==> config.mk <==
export PLATFORM = sky130hd
export DESIGN_NAME = imager
export DESIGN_NICKNAME = d
export VERILOG_FILES = /design/src/hw/imager_pkg.sv /design/src/hw/frame_controller.sv /design/src/hw/imager.sv /design/src/hw/noise_lfsr.sv /design/src/hw/pattern_generator.sv /design/src/hw/raster_counter.sv
export VERILOG_INCLUDE_DIRS = /design/src /design/src/hw
export SDC_FILE = /design/constraint.sdc
export NUM_CORES = 1
export LEC_CHECK = 0
export ABC_CLOCK_PERIOD_IN_PS = 6500
export BUFFER_PORTS_ARGS = -buffer_cell sky130_fd_sc_hd__clkbuf_2
export CAP_MARGIN = 20
export CORE_MARGIN = 2
export CORE_UTILIZATION = 46
export CTS_BUF_LIST = sky130_fd_sc_hd__clkbuf_8
export DETAILED_ROUTE_END_ITERATION = 7
export PLACE_DENSITY_LB_ADDON = 0.25
export SLEW_MARGIN = 20
export SYNTH_ARGS = -nofsm -noshare
export SYNTH_HDL_FRONTEND = slang
export SYNTH_HIERARCHICAL = 1
export SYNTH_SLANG_ARGS = --single-unit
==> constraint.sdc <==
create_clock -name clk -period 6.5 [get_ports clk]
set_clock_uncertainty 0.1 [all_clocks]
set_input_delay 1.3 -clock clk [delete_from_list [all_inputs] [get_ports clk]]
set_output_delay 1.3 -clock clk [all_outputs]
set_load 0.05 [all_outputs]
==> src/hw/imager_macros.svh <==
`ifndef IMAGER_MACROS_SVH
`define IMAGER_MACROS_SVH

// pixel sample width on the dat bus
`define IMAGER_DATA_WIDTH 10

// width of the row size inputs, counters carry one extra bit
`define IMAGER_ROWS_WIDTH 12

// width of the column size inputs, counters carry one extra bit
`define IMAGER_COLS_WIDTH 12

// frames seen since reset
`define IMAGER_FRAME_COUNT_WIDTH 16

// noise generator state
`define IMAGER_NOISE_WIDTH 32

`endif

==> src/hw/imager_pkg.sv <==
`include "imager_macros.svh"

package imager_pkg;

   // values from 8 up and the reserved value all give bayer data
   typedef enum logic [3:0] {
      pat_noise       = 4'd0,
      pat_hgrad       = 4'd1,
      pat_vgrad       = 4'd2,
      pat_diag        = 4'd3,
      pat_frame_const = 4'd4,
      pat_frame_diag  = 4'd5,
      pat_reserved    = 4'd6,
      pat_counter     = 4'd7,
      pat_bayer       = 4'd8
   } pattern_mode_t;

   typedef enum logic [1:0] {
      st_idle,
      st_active,
      st_vblank
   } frame_state_t;

   typedef struct packed {
      logic [`IMAGER_ROWS_WIDTH-1:0] num_active_rows;
      logic [`IMAGER_ROWS_WIDTH-1:0] num_virtual_rows;
      logic [`IMAGER_COLS_WIDTH-1:0] num_active_cols;
      logic [`IMAGER_COLS_WIDTH-1:0] num_virtual_cols;
   } raster_cfg_t;

   // sync is low from sync_row_start for sync_rows rows
   typedef struct packed {
      logic [`IMAGER_ROWS_WIDTH:0]   sync_row_start;
      logic [`IMAGER_ROWS_WIDTH-1:0] sync_rows;
   } sync_cfg_t;

   typedef struct packed {
      logic [`IMAGER_DATA_WIDTH-1:0] red;
      logic [`IMAGER_DATA_WIDTH-1:0] gr;
      logic [`IMAGER_DATA_WIDTH-1:0] blue;
      logic [`IMAGER_DATA_WIDTH-1:0] gb;
   } bayer_cfg_t;

   typedef struct packed {
      logic [`IMAGER_ROWS_WIDTH:0] row;
      logic [`IMAGER_COLS_WIDTH:0] col;
      logic                        frame_active;
      logic                        line_active;
      logic                        frame_start;
      logic                        row_wrap;
      logic                        frame_wrap;
   } raster_pos_t;

   typedef struct packed {
      logic [`IMAGER_DATA_WIDTH-1:0] dat;
      logic                          fv;
      logic                          lv;
   } pixel_out_t;

endpackage

==> src/hw/frame_controller.sv <==
`timescale 1ns/1ps
`include "imager_macros.svh"

module frame_controller import imager_pkg::*; (
   input  logic                                 clk,
   input  logic                                 reset_n,
   input  logic                                 enable,
   input  raster_pos_t                          pos,
   input  sync_cfg_t                            sync_cfg,
   output frame_state_t                         state,
   output logic [`IMAGER_FRAME_COUNT_WIDTH-1:0] frame_count,
   output logic                                 sync
);

   frame_state_t                state_next;
   logic [`IMAGER_ROWS_WIDTH:0] new_row;
   logic [`IMAGER_ROWS_WIDTH:0] sync_row_end;

   // row the counter moves to on a row wrap inside the frame
   assign new_row      = pos.row + 1'b1;
   assign sync_row_end = sync_cfg.sync_row_start + {1'b0, sync_cfg.sync_rows};

   always_comb begin
      state_next = state;
      case (state)
         st_idle: begin
            state_next = st_active;
         end
         st_active: begin
            // the last active row has wrapped into blanking
            if (!pos.frame_active && !pos.frame_wrap) begin
               state_next = st_vblank;
            end
         end
         st_vblank: begin
            if (pos.frame_wrap) begin
               state_next = st_active;
            end
         end
         default: begin
            state_next = st_idle;
         end
      endcase
      if (!enable) begin
         state_next = st_idle;
      end
   end

   always_ff @(posedge clk or negedge reset_n) begin
      if (!reset_n) begin
         state <= st_idle;
      end else begin
         state <= state_next;
      end
   end

   always_ff @(posedge clk or negedge reset_n) begin
      if (!reset_n) begin
         frame_count <= '0;
      end else if (pos.frame_wrap) begin
         frame_count <= frame_count + 1'b1;
      end
   end

   // exposure sync, active low, moves only on row wraps inside a frame
   always_ff @(posedge clk or negedge reset_n) begin
      if (!reset_n) begin
         sync <= 1'b1;
      end else if (pos.row_wrap && !pos.frame_wrap) begin
         if (new_row == sync_cfg.sync_row_start) begin
            sync <= 1'b0;
         end else if (new_row == sync_row_end) begin
            sync <= 1'b1;
         end
      end
   end

   a_sync_on_row_wrap: assert property (@(posedge clk) disable iff (!reset_n)
      (sync != $past(sync)) |-> $past(pos.row_wrap));

endmodule

==> src/hw/imager.sv <==
`timescale 1ns/1ps
`include "imager_macros.svh"

module imager import imager_pkg::*; (
   input  logic                           clk,
   input  logic                           reset_n,
   input  logic                           enable,
   input  pattern_mode_t                  mode,
   input  raster_cfg_t                    cfg,
   input  sync_cfg_t                      sync_cfg,
   input  bayer_cfg_t                     bayer,
   input  logic [`IMAGER_NOISE_WIDTH-1:0] noise_seed,
   output pixel_out_t                     pixel,
   output logic                           sync
);

   raster_pos_t                          pos;
   frame_state_t                         state;
   logic [`IMAGER_FRAME_COUNT_WIDTH-1:0] frame_count;
   logic [`IMAGER_NOISE_WIDTH-1:0]       noise;

   // position in the raster, shared by every other block
   raster_counter u_raster_counter (
      .clk     (clk),
      .reset_n (reset_n),
      .enable  (enable),
      .cfg     (cfg),
      .pos     (pos)
   );

   frame_controller u_frame_controller (
      .clk         (clk),
      .reset_n     (reset_n),
      .enable      (enable),
      .pos         (pos),
      .sync_cfg    (sync_cfg),
      .state       (state),
      .frame_count (frame_count),
      .sync        (sync)
   );

   noise_lfsr u_noise_lfsr (
      .clk        (clk),
      .reset_n    (reset_n),
      .pos        (pos),
      .noise_seed (noise_seed),
      .noise      (noise)
   );

   pattern_generator u_pattern_generator (
      .clk         (clk),
      .reset_n     (reset_n),
      .enable      (enable),
      .mode        (mode),
      .pos         (pos),
      .state       (state),
      .frame_count (frame_count),
      .noise       (noise),
      .bayer       (bayer),
      .pixel       (pixel)
   );

endmodule

==> src/hw/noise_lfsr.sv <==
`timescale 1ns/1ps
`include "imager_macros.svh"

module noise_lfsr import imager_pkg::*; (
   input  logic                           clk,
   input  logic                           reset_n,
   input  raster_pos_t                    pos,
   input  logic [`IMAGER_NOISE_WIDTH-1:0] noise_seed,
   output logic [`IMAGER_NOISE_WIDTH-1:0] noise
);

   logic feedback;
   logic seed_valid;

   // taps 31, 21, 1 and 0, inverted so that all zeros is a legal state
   assign feedback = ~(noise[`IMAGER_NOISE_WIDTH-1] ^ noise[21] ^ noise[1] ^ noise[0]);

   assign seed_valid = |noise_seed;

   always_ff @(posedge clk or negedge reset_n) begin
      if (!reset_n) begin
         noise <= `IMAGER_NOISE_WIDTH'(1);
      end else if (!pos.frame_active) begin
         // a zero seed lets the sequence run on into the next frame
         if (seed_valid) begin
            noise <= noise_seed;
         end
      end else if (pos.line_active) begin
         noise <= {noise[`IMAGER_NOISE_WIDTH-2:0], feedback};
      end
   end

endmodule

==> src/hw/pattern_generator.sv <==
`timescale 1ns/1ps
`include "imager_macros.svh"

module pattern_generator import imager_pkg::*; (
   input  logic                                 clk,
   input  logic                                 reset_n,
   input  logic                                 enable,
   input  pattern_mode_t                        mode,
   input  raster_pos_t                          pos,
   input  frame_state_t                         state,
   input  logic [`IMAGER_FRAME_COUNT_WIDTH-1:0] frame_count,
   input  logic [`IMAGER_NOISE_WIDTH-1:0]       noise,
   input  bayer_cfg_t                           bayer,
   output pixel_out_t                           pixel
);

   logic                          run;
   logic [`IMAGER_DATA_WIDTH-1:0] pixel_count;
   logic [`IMAGER_DATA_WIDTH-1:0] row_lsb;
   logic [`IMAGER_DATA_WIDTH-1:0] col_lsb;
   logic [`IMAGER_DATA_WIDTH-1:0] frame_lsb;
   logic [`IMAGER_DATA_WIDTH-1:0] bayer_value;
   logic [`IMAGER_DATA_WIDTH-1:0] pattern_value;

   // the first enabled cycle is still idle but already sits on row 0 col 0
   assign run = enable && ((state != st_idle) || pos.frame_start);

   // sums are only needed modulo the data width
   assign row_lsb   = pos.row[`IMAGER_DATA_WIDTH-1:0];
   assign col_lsb   = pos.col[`IMAGER_DATA_WIDTH-1:0];
   assign frame_lsb = frame_count[`IMAGER_DATA_WIDTH-1:0];

   // blue on even rows and columns, red on odd rows and columns
   always_comb begin
      case ({pos.row[0], pos.col[0]})
         2'b00:   bayer_value = bayer.blue;
         2'b01:   bayer_value = bayer.gb;
         2'b10:   bayer_value = bayer.gr;
         default: bayer_value = bayer.red;
      endcase
   end

   always_comb begin
      case (mode)
         pat_noise:       pattern_value = noise[`IMAGER_DATA_WIDTH-1:0];
         pat_hgrad:       pattern_value = row_lsb;
         pat_vgrad:       pattern_value = col_lsb;
         pat_diag:        pattern_value = row_lsb + col_lsb;
         pat_frame_const: pattern_value = frame_lsb;
         pat_frame_diag:  pattern_value = frame_lsb + row_lsb + col_lsb;
         pat_counter:     pattern_value = pixel_count;
         default:         pattern_value = bayer_value;
      endcase
   end

   // counts active pixels within one frame
   always_ff @(posedge clk or negedge reset_n) begin
      if (!reset_n) begin
         pixel_count <= '0;
      end else if (!enable || pos.frame_wrap) begin
         pixel_count <= '0;
      end else if (pos.line_active) begin
         pixel_count <= pixel_count + 1'b1;
      end
   end

   always_ff @(posedge clk or negedge reset_n) begin
      if (!reset_n) begin
         pixel <= '0;
      end else if (!run) begin
         pixel <= '0;
      end else begin
         pixel.fv  <= pos.frame_active;
         pixel.lv  <= pos.line_active;
         pixel.dat <= pos.line_active ? pattern_value : '0;
      end
   end

endmodule

==> src/hw/raster_counter.sv <==
`timescale 1ns/1ps
`include "imager_macros.svh"

module raster_counter import imager_pkg::*; (
   input  logic        clk,
   input  logic        reset_n,
   input  logic        enable,
   input  raster_cfg_t cfg,
   output raster_pos_t pos
);

   logic [`IMAGER_ROWS_WIDTH:0]   row;
   logic [`IMAGER_COLS_WIDTH:0]   col;
   logic [`IMAGER_ROWS_WIDTH-1:0] active_rows;
   logic [`IMAGER_COLS_WIDTH-1:0] active_cols;
   logic [`IMAGER_ROWS_WIDTH:0]   next_row;
   logic [`IMAGER_COLS_WIDTH:0]   next_col;
   logic [`IMAGER_ROWS_WIDTH:0]   total_rows;
   logic [`IMAGER_COLS_WIDTH:0]   total_cols;
   logic [`IMAGER_COLS_WIDTH-1:0] hblank_front;
   logic [`IMAGER_COLS_WIDTH:0]   line_end;
   logic                          col_last;
   logic                          row_last;
   logic                          frame_start;

   assign next_row = row + 1'b1;
   assign next_col = col + 1'b1;

   // virtual sizes are taken live, active sizes come from the latch
   assign total_rows = {1'b0, active_rows} + {1'b0, cfg.num_virtual_rows};
   assign total_cols = {1'b0, active_cols} + {1'b0, cfg.num_virtual_cols};

   // half the horizontal blanking sits in front of the active pixels
   assign hblank_front = cfg.num_virtual_cols >> 1;
   assign line_end     = {1'b0, active_cols} + {1'b0, hblank_front};

   assign col_last    = (next_col >= total_cols);
   assign row_last    = (next_row >= total_rows);
   assign frame_start = (row == '0) && (col == '0);

   always_ff @(posedge clk or negedge reset_n) begin
      if (!reset_n) begin
         row         <= '0;
         col         <= '0;
         active_rows <= '0;
         active_cols <= '0;
      end else if (!enable) begin
         row         <= '0;
         col         <= '0;
         active_rows <= cfg.num_active_rows;
         active_cols <= cfg.num_active_cols;
      end else begin
         // sizes only change on a frame boundary
         if (frame_start) begin
            active_rows <= cfg.num_active_rows;
            active_cols <= cfg.num_active_cols;
         end
         if (col_last) begin
            col <= '0;
            row <= row_last ? '0 : next_row;
         end else begin
            col <= next_col;
         end
      end
   end

   assign pos.row          = row;
   assign pos.col          = col;
   // no window and no wraps while stopped
   assign pos.frame_active = enable && (row < {1'b0, active_rows});
   assign pos.line_active  = pos.frame_active && (col >= {1'b0, hblank_front})
                             && (col < line_end);
   assign pos.frame_start  = frame_start;
   assign pos.row_wrap     = enable && col_last;
   assign pos.frame_wrap   = pos.row_wrap && row_last;

   // the row never runs past the last blanking row while running
   a_row_in_frame: assert property (@(posedge clk) disable iff (!reset_n)
      enable |-> (row < total_rows));

   // the column never runs past the end of the row while running
   a_col_in_row: assert property (@(posedge clk) disable iff (!reset_n)
      enable |-> (col < total_cols));

endmodule

==> results of run 1 <==
[cell type report]
type	count	area share
repair buffers	175	0.0698
inverters	73	0.0211
clock buffers	17	0.0180
flip-flops and latches	117	0.226
multi-input cells	999	0.622
well taps	324	0.0312
clock inverters	15	0.0121
[sequential cells by signal, indices dropped and copies added (netlist names)]
register                         flops
u_pattern_generator/pixel_count     10
u_noise_lfsr/noise                  32
u_frame_controller/state             2
u_pattern_generator/pixel           12
u_raster_counter/active_cols        12
u_raster_counter/row                13
u_raster_counter/col                13
u_raster_counter/active_rows        12
u_frame_controller/sync              1
u_frame_controller/frame_count      10
[metal layers]
metal  track usage  vias to the layer above
li1              -                     4802
met5             0                        -
met4        0.0559                        0
met1         0.325                     4736
met3        0.0383                       39
met2         0.404                      346
[layout by cell type, fill, tap and decap left out, drive strengths merged, types with 7 or more instances in the layout]
cell	count
clkbuf	180
ha	135
dfrtp	115
nand2	88
inv	82
mux2	78
xnor2	74
a21oi	66
nor2	62
o21ai	62
xor2	54
nand3	50
a21o	23
nor3	23
and3	23
mux2i	20
nor2b	17
nand4	17
nor4	17
and2	16
fa	15
nand2b	15
buf	12
o211ai	12
a31oi	10
a222oi	10
a211oi	10
o21bai	9
o221ai	7
[where the power goes]
group,total [mW],internal (mW),switching [mW]
logic,0.745,0.364,0.381
registers,0.857,0.795,0.0623
clock network,0.684,0.317,0.367
[through the flow]
| step | std cells | cell area (sq um) | setup slack, ns | power, mW |
|---|---|---|---|---|
| final | 1720 | 13000 | 0.975 | 2.29 |
| after global routing | 1720 | 13000 | 0.505 | 2.44 |
| after CTS | 1720 | 13000 | 1.02 | 2.30 |
| after detailed placement | 1688 | 12600 | 0.546 | 1.61 |
| after global placement | 1688 | 12600 | 0.674 | 1.59 |
| after floorplan | 1228 | 11500 | 0.862 | 1.40 |
[how the worst max path moves through the flow]
stage            from                 endpoint
2_1_floorplan  cfg[0]  u_frame_controller/sync
3_3_place_gp   cfg[0]  u_frame_controller/sync
3_5_place_dp   cfg[0]  u_frame_controller/sync
4_1_cts        cfg[0]  u_frame_controller/sync
5_1_grt        cfg[0]  u_frame_controller/sync
6_report       cfg[0]  u_frame_controller/sync
==> results.md, run 1 <==
- Final core occ: 0.532
- Final Setup Violations: 0
- Number of global-route vias before repair: 9820
- Maximum VDD drop: 125 uV
- First-pass GRT wire length: 50500 um
- Slowest stage delay, CP: 0.40 ns
- Critical path type: in -> reg
- CTS H-tree lvls: 4
- Worst-path fanout max: 8
- Area Growth Syn to Fin: 13.0%
- CTS tree: done
- Total number of vias: 9923
- Synthesized area: 0.0115 sq mm
- Placeable Area: 0.0244 sq mm
- Outcome: completed
- First-pass DRT Iterations: 5
- Initial Util: 0.471
- DPL Wire Length: 24000 um
- Mean Syn Cell Area: 9.35 sq um
- RSZ-0062 raised after global routing: false
- Root Driver: clkbuf_8
- Post-CTS Setup Bufs: 0
- Total negative slack: 0 ns
- Reg2reg end: u_frame_controller/sync
- DRT antenna net count: 0
- Clock-pin slew on the worst setup and hold paths: 0.08 ns
- Syn nets: 1530
- CP delay by family, top: compound AO/OA/AOI/OAI gates
- M1 WL: 14100 um
- Die Area: 0.0262 sq mm
- Post-CTS sizing: 0
- Crit end category: flop
- Critical R2R Launch: u_raster_counter/active_cols[0]
- Final #Nets: 1685
- Max-Cap Viols: 0
- Met2 wire length: 14700 um
- Ant diodes: 0
- Via density: 5.77
- Final Hold Violating Endpoints: 0
- Remaining DRCs: 0
- DIE WIDTH: 162 um
- Largest net degree at the start of global routing: 67
- Die Ht: 162 um
- Top-Level Pins: 165
- Critical Path Start Type: input port
- Iter 0 DRT Violations: 850
- Slew HR: 0.382
- Deepest clock path buffer count: 2
- Final WL: 31200 um
- Worst path buffer plus inverter count: 3
- Mapped Cells: 1228
- Worst R2R Setup Slack: 1.50 ns
- Arrival time worst endpoint: 5.79 ns
- Share of cells above drive strength 1: 0.221
- Critical path's slowest cell: fa_1
- Antenna violations before repair: 0
- R2R depth: 24
- Uppermost layer routed: met4
- Lkg Pwr: 6.28 nW
- Routed WL per cell: 18.2 um
- Worst endpoint required time: 6.77 ns
- Tmin final: 5.52 ns
- FMAX: 181 MHz
- Total clock sinks: 117
- Slew Limit Fails: 0
- Hold Path Class: reg -> reg
- Total gr overflow: 0
- Hold Worst Slack: 0.414 ns
- Crit path depth: 25
- WL met3: 1910 um
- Clk Latency, worst-skew pair: 0.45 ns
- GRT Total Usage: 0.240
- Row count: 57
- Number of I/O port buffers: 164
- Multi-input gate area: 0.00807 sq mm
- Synth Warn #: 6
- Hold Crit Endpoint: u_noise_lfsr/noise[30]
- GPL Wtd Cong: 0.913
- Hold buffers post-CTS: 0
- Slew @ Worst Pin: 0.923 ns
- Fillers: 2270
- WHS Path Cells: 1
- Clock buffer count from CTS: 17
- Final period util: 0.850
- Hold path startpoint: u_noise_lfsr/noise[30]
- PwrDens: 176 mW/mm^2
- Reg area: 0.00293 sq mm
(Power assumes the default switching activity.)
==> run 2: changes to the inputs <==
--- a/config.mk
+++ b/config.mk
@@ -6,7 +6,7 @@
 export SDC_FILE = /design/constraint.sdc
 export NUM_CORES = 1
 export LEC_CHECK = 0
-export ABC_CLOCK_PERIOD_IN_PS = 6500
+export ABC_CLOCK_PERIOD_IN_PS = 5300
 export BUFFER_PORTS_ARGS = -buffer_cell sky130_fd_sc_hd__clkbuf_2
 export CAP_MARGIN = 20
 export CORE_MARGIN = 2
==> constraint.sdc (replaced) <==
create_clock -name clk -period 5.3 [get_ports clk]
set_clock_uncertainty 0.1 [all_clocks]
set_input_delay 1.06 -clock clk [delete_from_list [all_inputs] [get_ports clk]]
set_output_delay 1.06 -clock clk [all_outputs]
set_load 0.05 [all_outputs]
==> results.md, run 2 (synthesized netlist as in run 1, its figures left out) <==
- First-pass DRT Iterations: 5 (unchanged)
- Placed cell areas: 0.0128 sq mm (+2.0%)
- Total negative slack: 0 ns (unchanged)
- Most common cell after layout, fill and taps aside: clkbuf_2
- Number of I/O port buffers: 164 (unchanged)
- Hold Worst Slack: 0.389 ns (-0.0248 ns)
- Post-CTS Setup Bufs: 0 (unchanged)
- Clk Latency, worst-skew pair: 0.48 ns (+0.03 ns)
- Final period util: 0.941
- Outcome: completed
- Most flop-heavy register: u_noise_lfsr/noise
- Routed WL per cell: 17.9 um (-1.2%)
- CTS H-tree lvls: 4 (unchanged)
- Maximum VDD drop: 135 uV (+7.8%)
- Total number of vias: 10000 (+1.2%)
- Final #Nets: 1713 (+1.7%)
- Worst R2R Setup Slack: 0.53 ns (-0.97 ns)
- Number of global-route vias before repair: 9959 (+1.4%)
- Iter 0 DRT Violations: 718 (-16%)
- Share of cells above drive strength 1: 0.238 (+0.0174)
- Largest regs: u_noise_lfsr/noise: 32 flops, u_raster_counter/col: 13 flops, u_raster_counter/row: 13 flops
- Tmin final: 4.99 ns
- CTS tree: done
- Slew HR: 0.359 (-0.0233)
- Worst-path fanout max: 3 (-5)
- Max reg flops: 32 (unchanged)
- Area Growth Syn to Fin: 15.4%
- Final Hold Violating Endpoints: 0 (unchanged)
- Deepest clock path buffer count: 2 (unchanged)
- DPL Wire Length: 24500 um (+1.9%)
- Clock buffer count from CTS: 17 (unchanged)
- GRT Total Usage: 0.243 (+0.00270)
- Top-Level Pins: 165 (unchanged)
- Final Setup Violations: 0 (unchanged)
- PwrDens: 215 mW/mm^2 (+22%)
- GPL Wtd Cong: 0.903 (-1.1%)
- Placeable Area: 0.0244 sq mm (unchanged)
- Crit end category: flop
- Final WL: 31300 um (+0.36%)
- Die Area: 0.0262 sq mm (unchanged)
- DRT antenna net count: 0 (unchanged)
- Most frequent cells in the layout: 163 x clkbuf_2, 135 x ha_1, 115 x dfrtp_1
- Worst endpoint required time: 5.60 ns (-1.17 ns)
- Critical Path Start Type: input port
- First-pass GRT wire length: 51000 um (+1.0%)
- DIE WIDTH: 162 um (unchanged)
- Critical path type: in -> reg
- Slew @ Worst Pin: 0.958 ns (+0.0348 ns)
- Largest net degree at the start of global routing: 47 (-30%)
- Via density: 5.74 (-0.44%)
- Total gr overflow: 0 (unchanged)
- Antenna violations before repair: 0 (unchanged)
- Arrival time worst endpoint: 5.29 ns (-0.50 ns)
- FMAX: 201 MHz
- Root Driver: clkbuf_8
- Row count: 57 (unchanged)
- Initial Util: 0.471 (unchanged)
- Remaining DRCs: 0 (unchanged)
- Slew Limit Fails: 0 (unchanged)
- Ant diodes: 0 (unchanged)
- Max-Cap Viols: 0 (unchanged)
- Die Ht: 162 um (unchanged)
- Hold Path Class: in -> async
- Total clock sinks: 117 (unchanged)
- Lkg Pwr: 6.46 nW (+2.8%)
- Clock-pin slew on the worst setup and hold paths: 0.10 ns (+0.02 ns)
- Final Cell Area: 0.0133 sq mm (+2.2%)
## run 2: worst max-delay path: stages
cell	delay [ns]
clkbuf_2	0.08
ha_1	0.16
inv_1	0.06
fa_1	0.40
nor2b_1	0.11
o21ai_0	0.11
a21boi_1	0.14
o21ai_1	0.13
a21oi_2	0.19
a31oi_1	0.10
ha_1	0.32
a211oi_2	0.28
o221ai_1	0.17
a211oi_2	0.17
nor3_1	0.11
and2_1	0.17
nor2b_1	0.14
inv_1	0.09
nand2_1	0.08
nor3_1	0.17
o2111ai_1	0.12
a2111o_1	0.32
a2111oi_2	0.30
a41oi_1	0.16
a31oi_1	0.16
## run 2: per-layer routing
metal  part of all wire  global-route usage  vias up  wire length [um]
met2               0.47               0.407      304             14900
met3              0.054              0.0401       39              1680
met1               0.46               0.325     4834             14300
met5                  0                   0        -                 0
met4              0.016              0.0668        0               493
li1                   -                   -     4863                 -
## run 2: through the flow
stage	std cells	total power, mW	worst slack, ns	util
3_5_place_dp	1716	2.00	-0.192	0.526
5_1_grt	1748	3.04	-0.00866	0.543
3_3_place_gp	1716	1.97	-0.0971	0.526
4_1_cts	1748	2.87	0.282	0.543
6_report	1748	2.85	0.314	0.543
2_1_floorplan	1228	1.72	0.0133	-
## run 2: final cells by class
cell class	instances	area, sq um
clock buffer	17	234
inverter	73	274
sequential	117	2930
timing repair buffer	203	1150
multi-input combinational	999	8080
fill	2253	11100
tap	324	405
clock inverter	15	176
## run 2: worst paths after layout
kind	cells past startpoint	end	from
min	1	u_noise_lfsr/noise[24]	reset_n
min in group clk	1	u_noise_lfsr/noise[15]	u_noise_lfsr/noise[15]
max reg2reg	24	u_frame_controller/sync	u_raster_counter/active_cols[0]
min reg2reg	1	u_noise_lfsr/noise[15]	u_noise_lfsr/noise[15]
max in group asynchronous	2	u_raster_counter/row[9]	reset_n
max	25	u_frame_controller/sync	cfg[0]
## run 2: repair_timing
action                     4_1_cts  5_1_grt
hold buffers                     0        0
resized for setup                0        4
setup endpoints to repair        0        1
## run 2: power breakdown
| group | switching, mW | internal [mW] |
|---|---|---|
| Combinational | 0.478 | 0.467 |
| Clock | 0.501 | 0.362 |
| Sequential | 0.0716 | 0.975 |
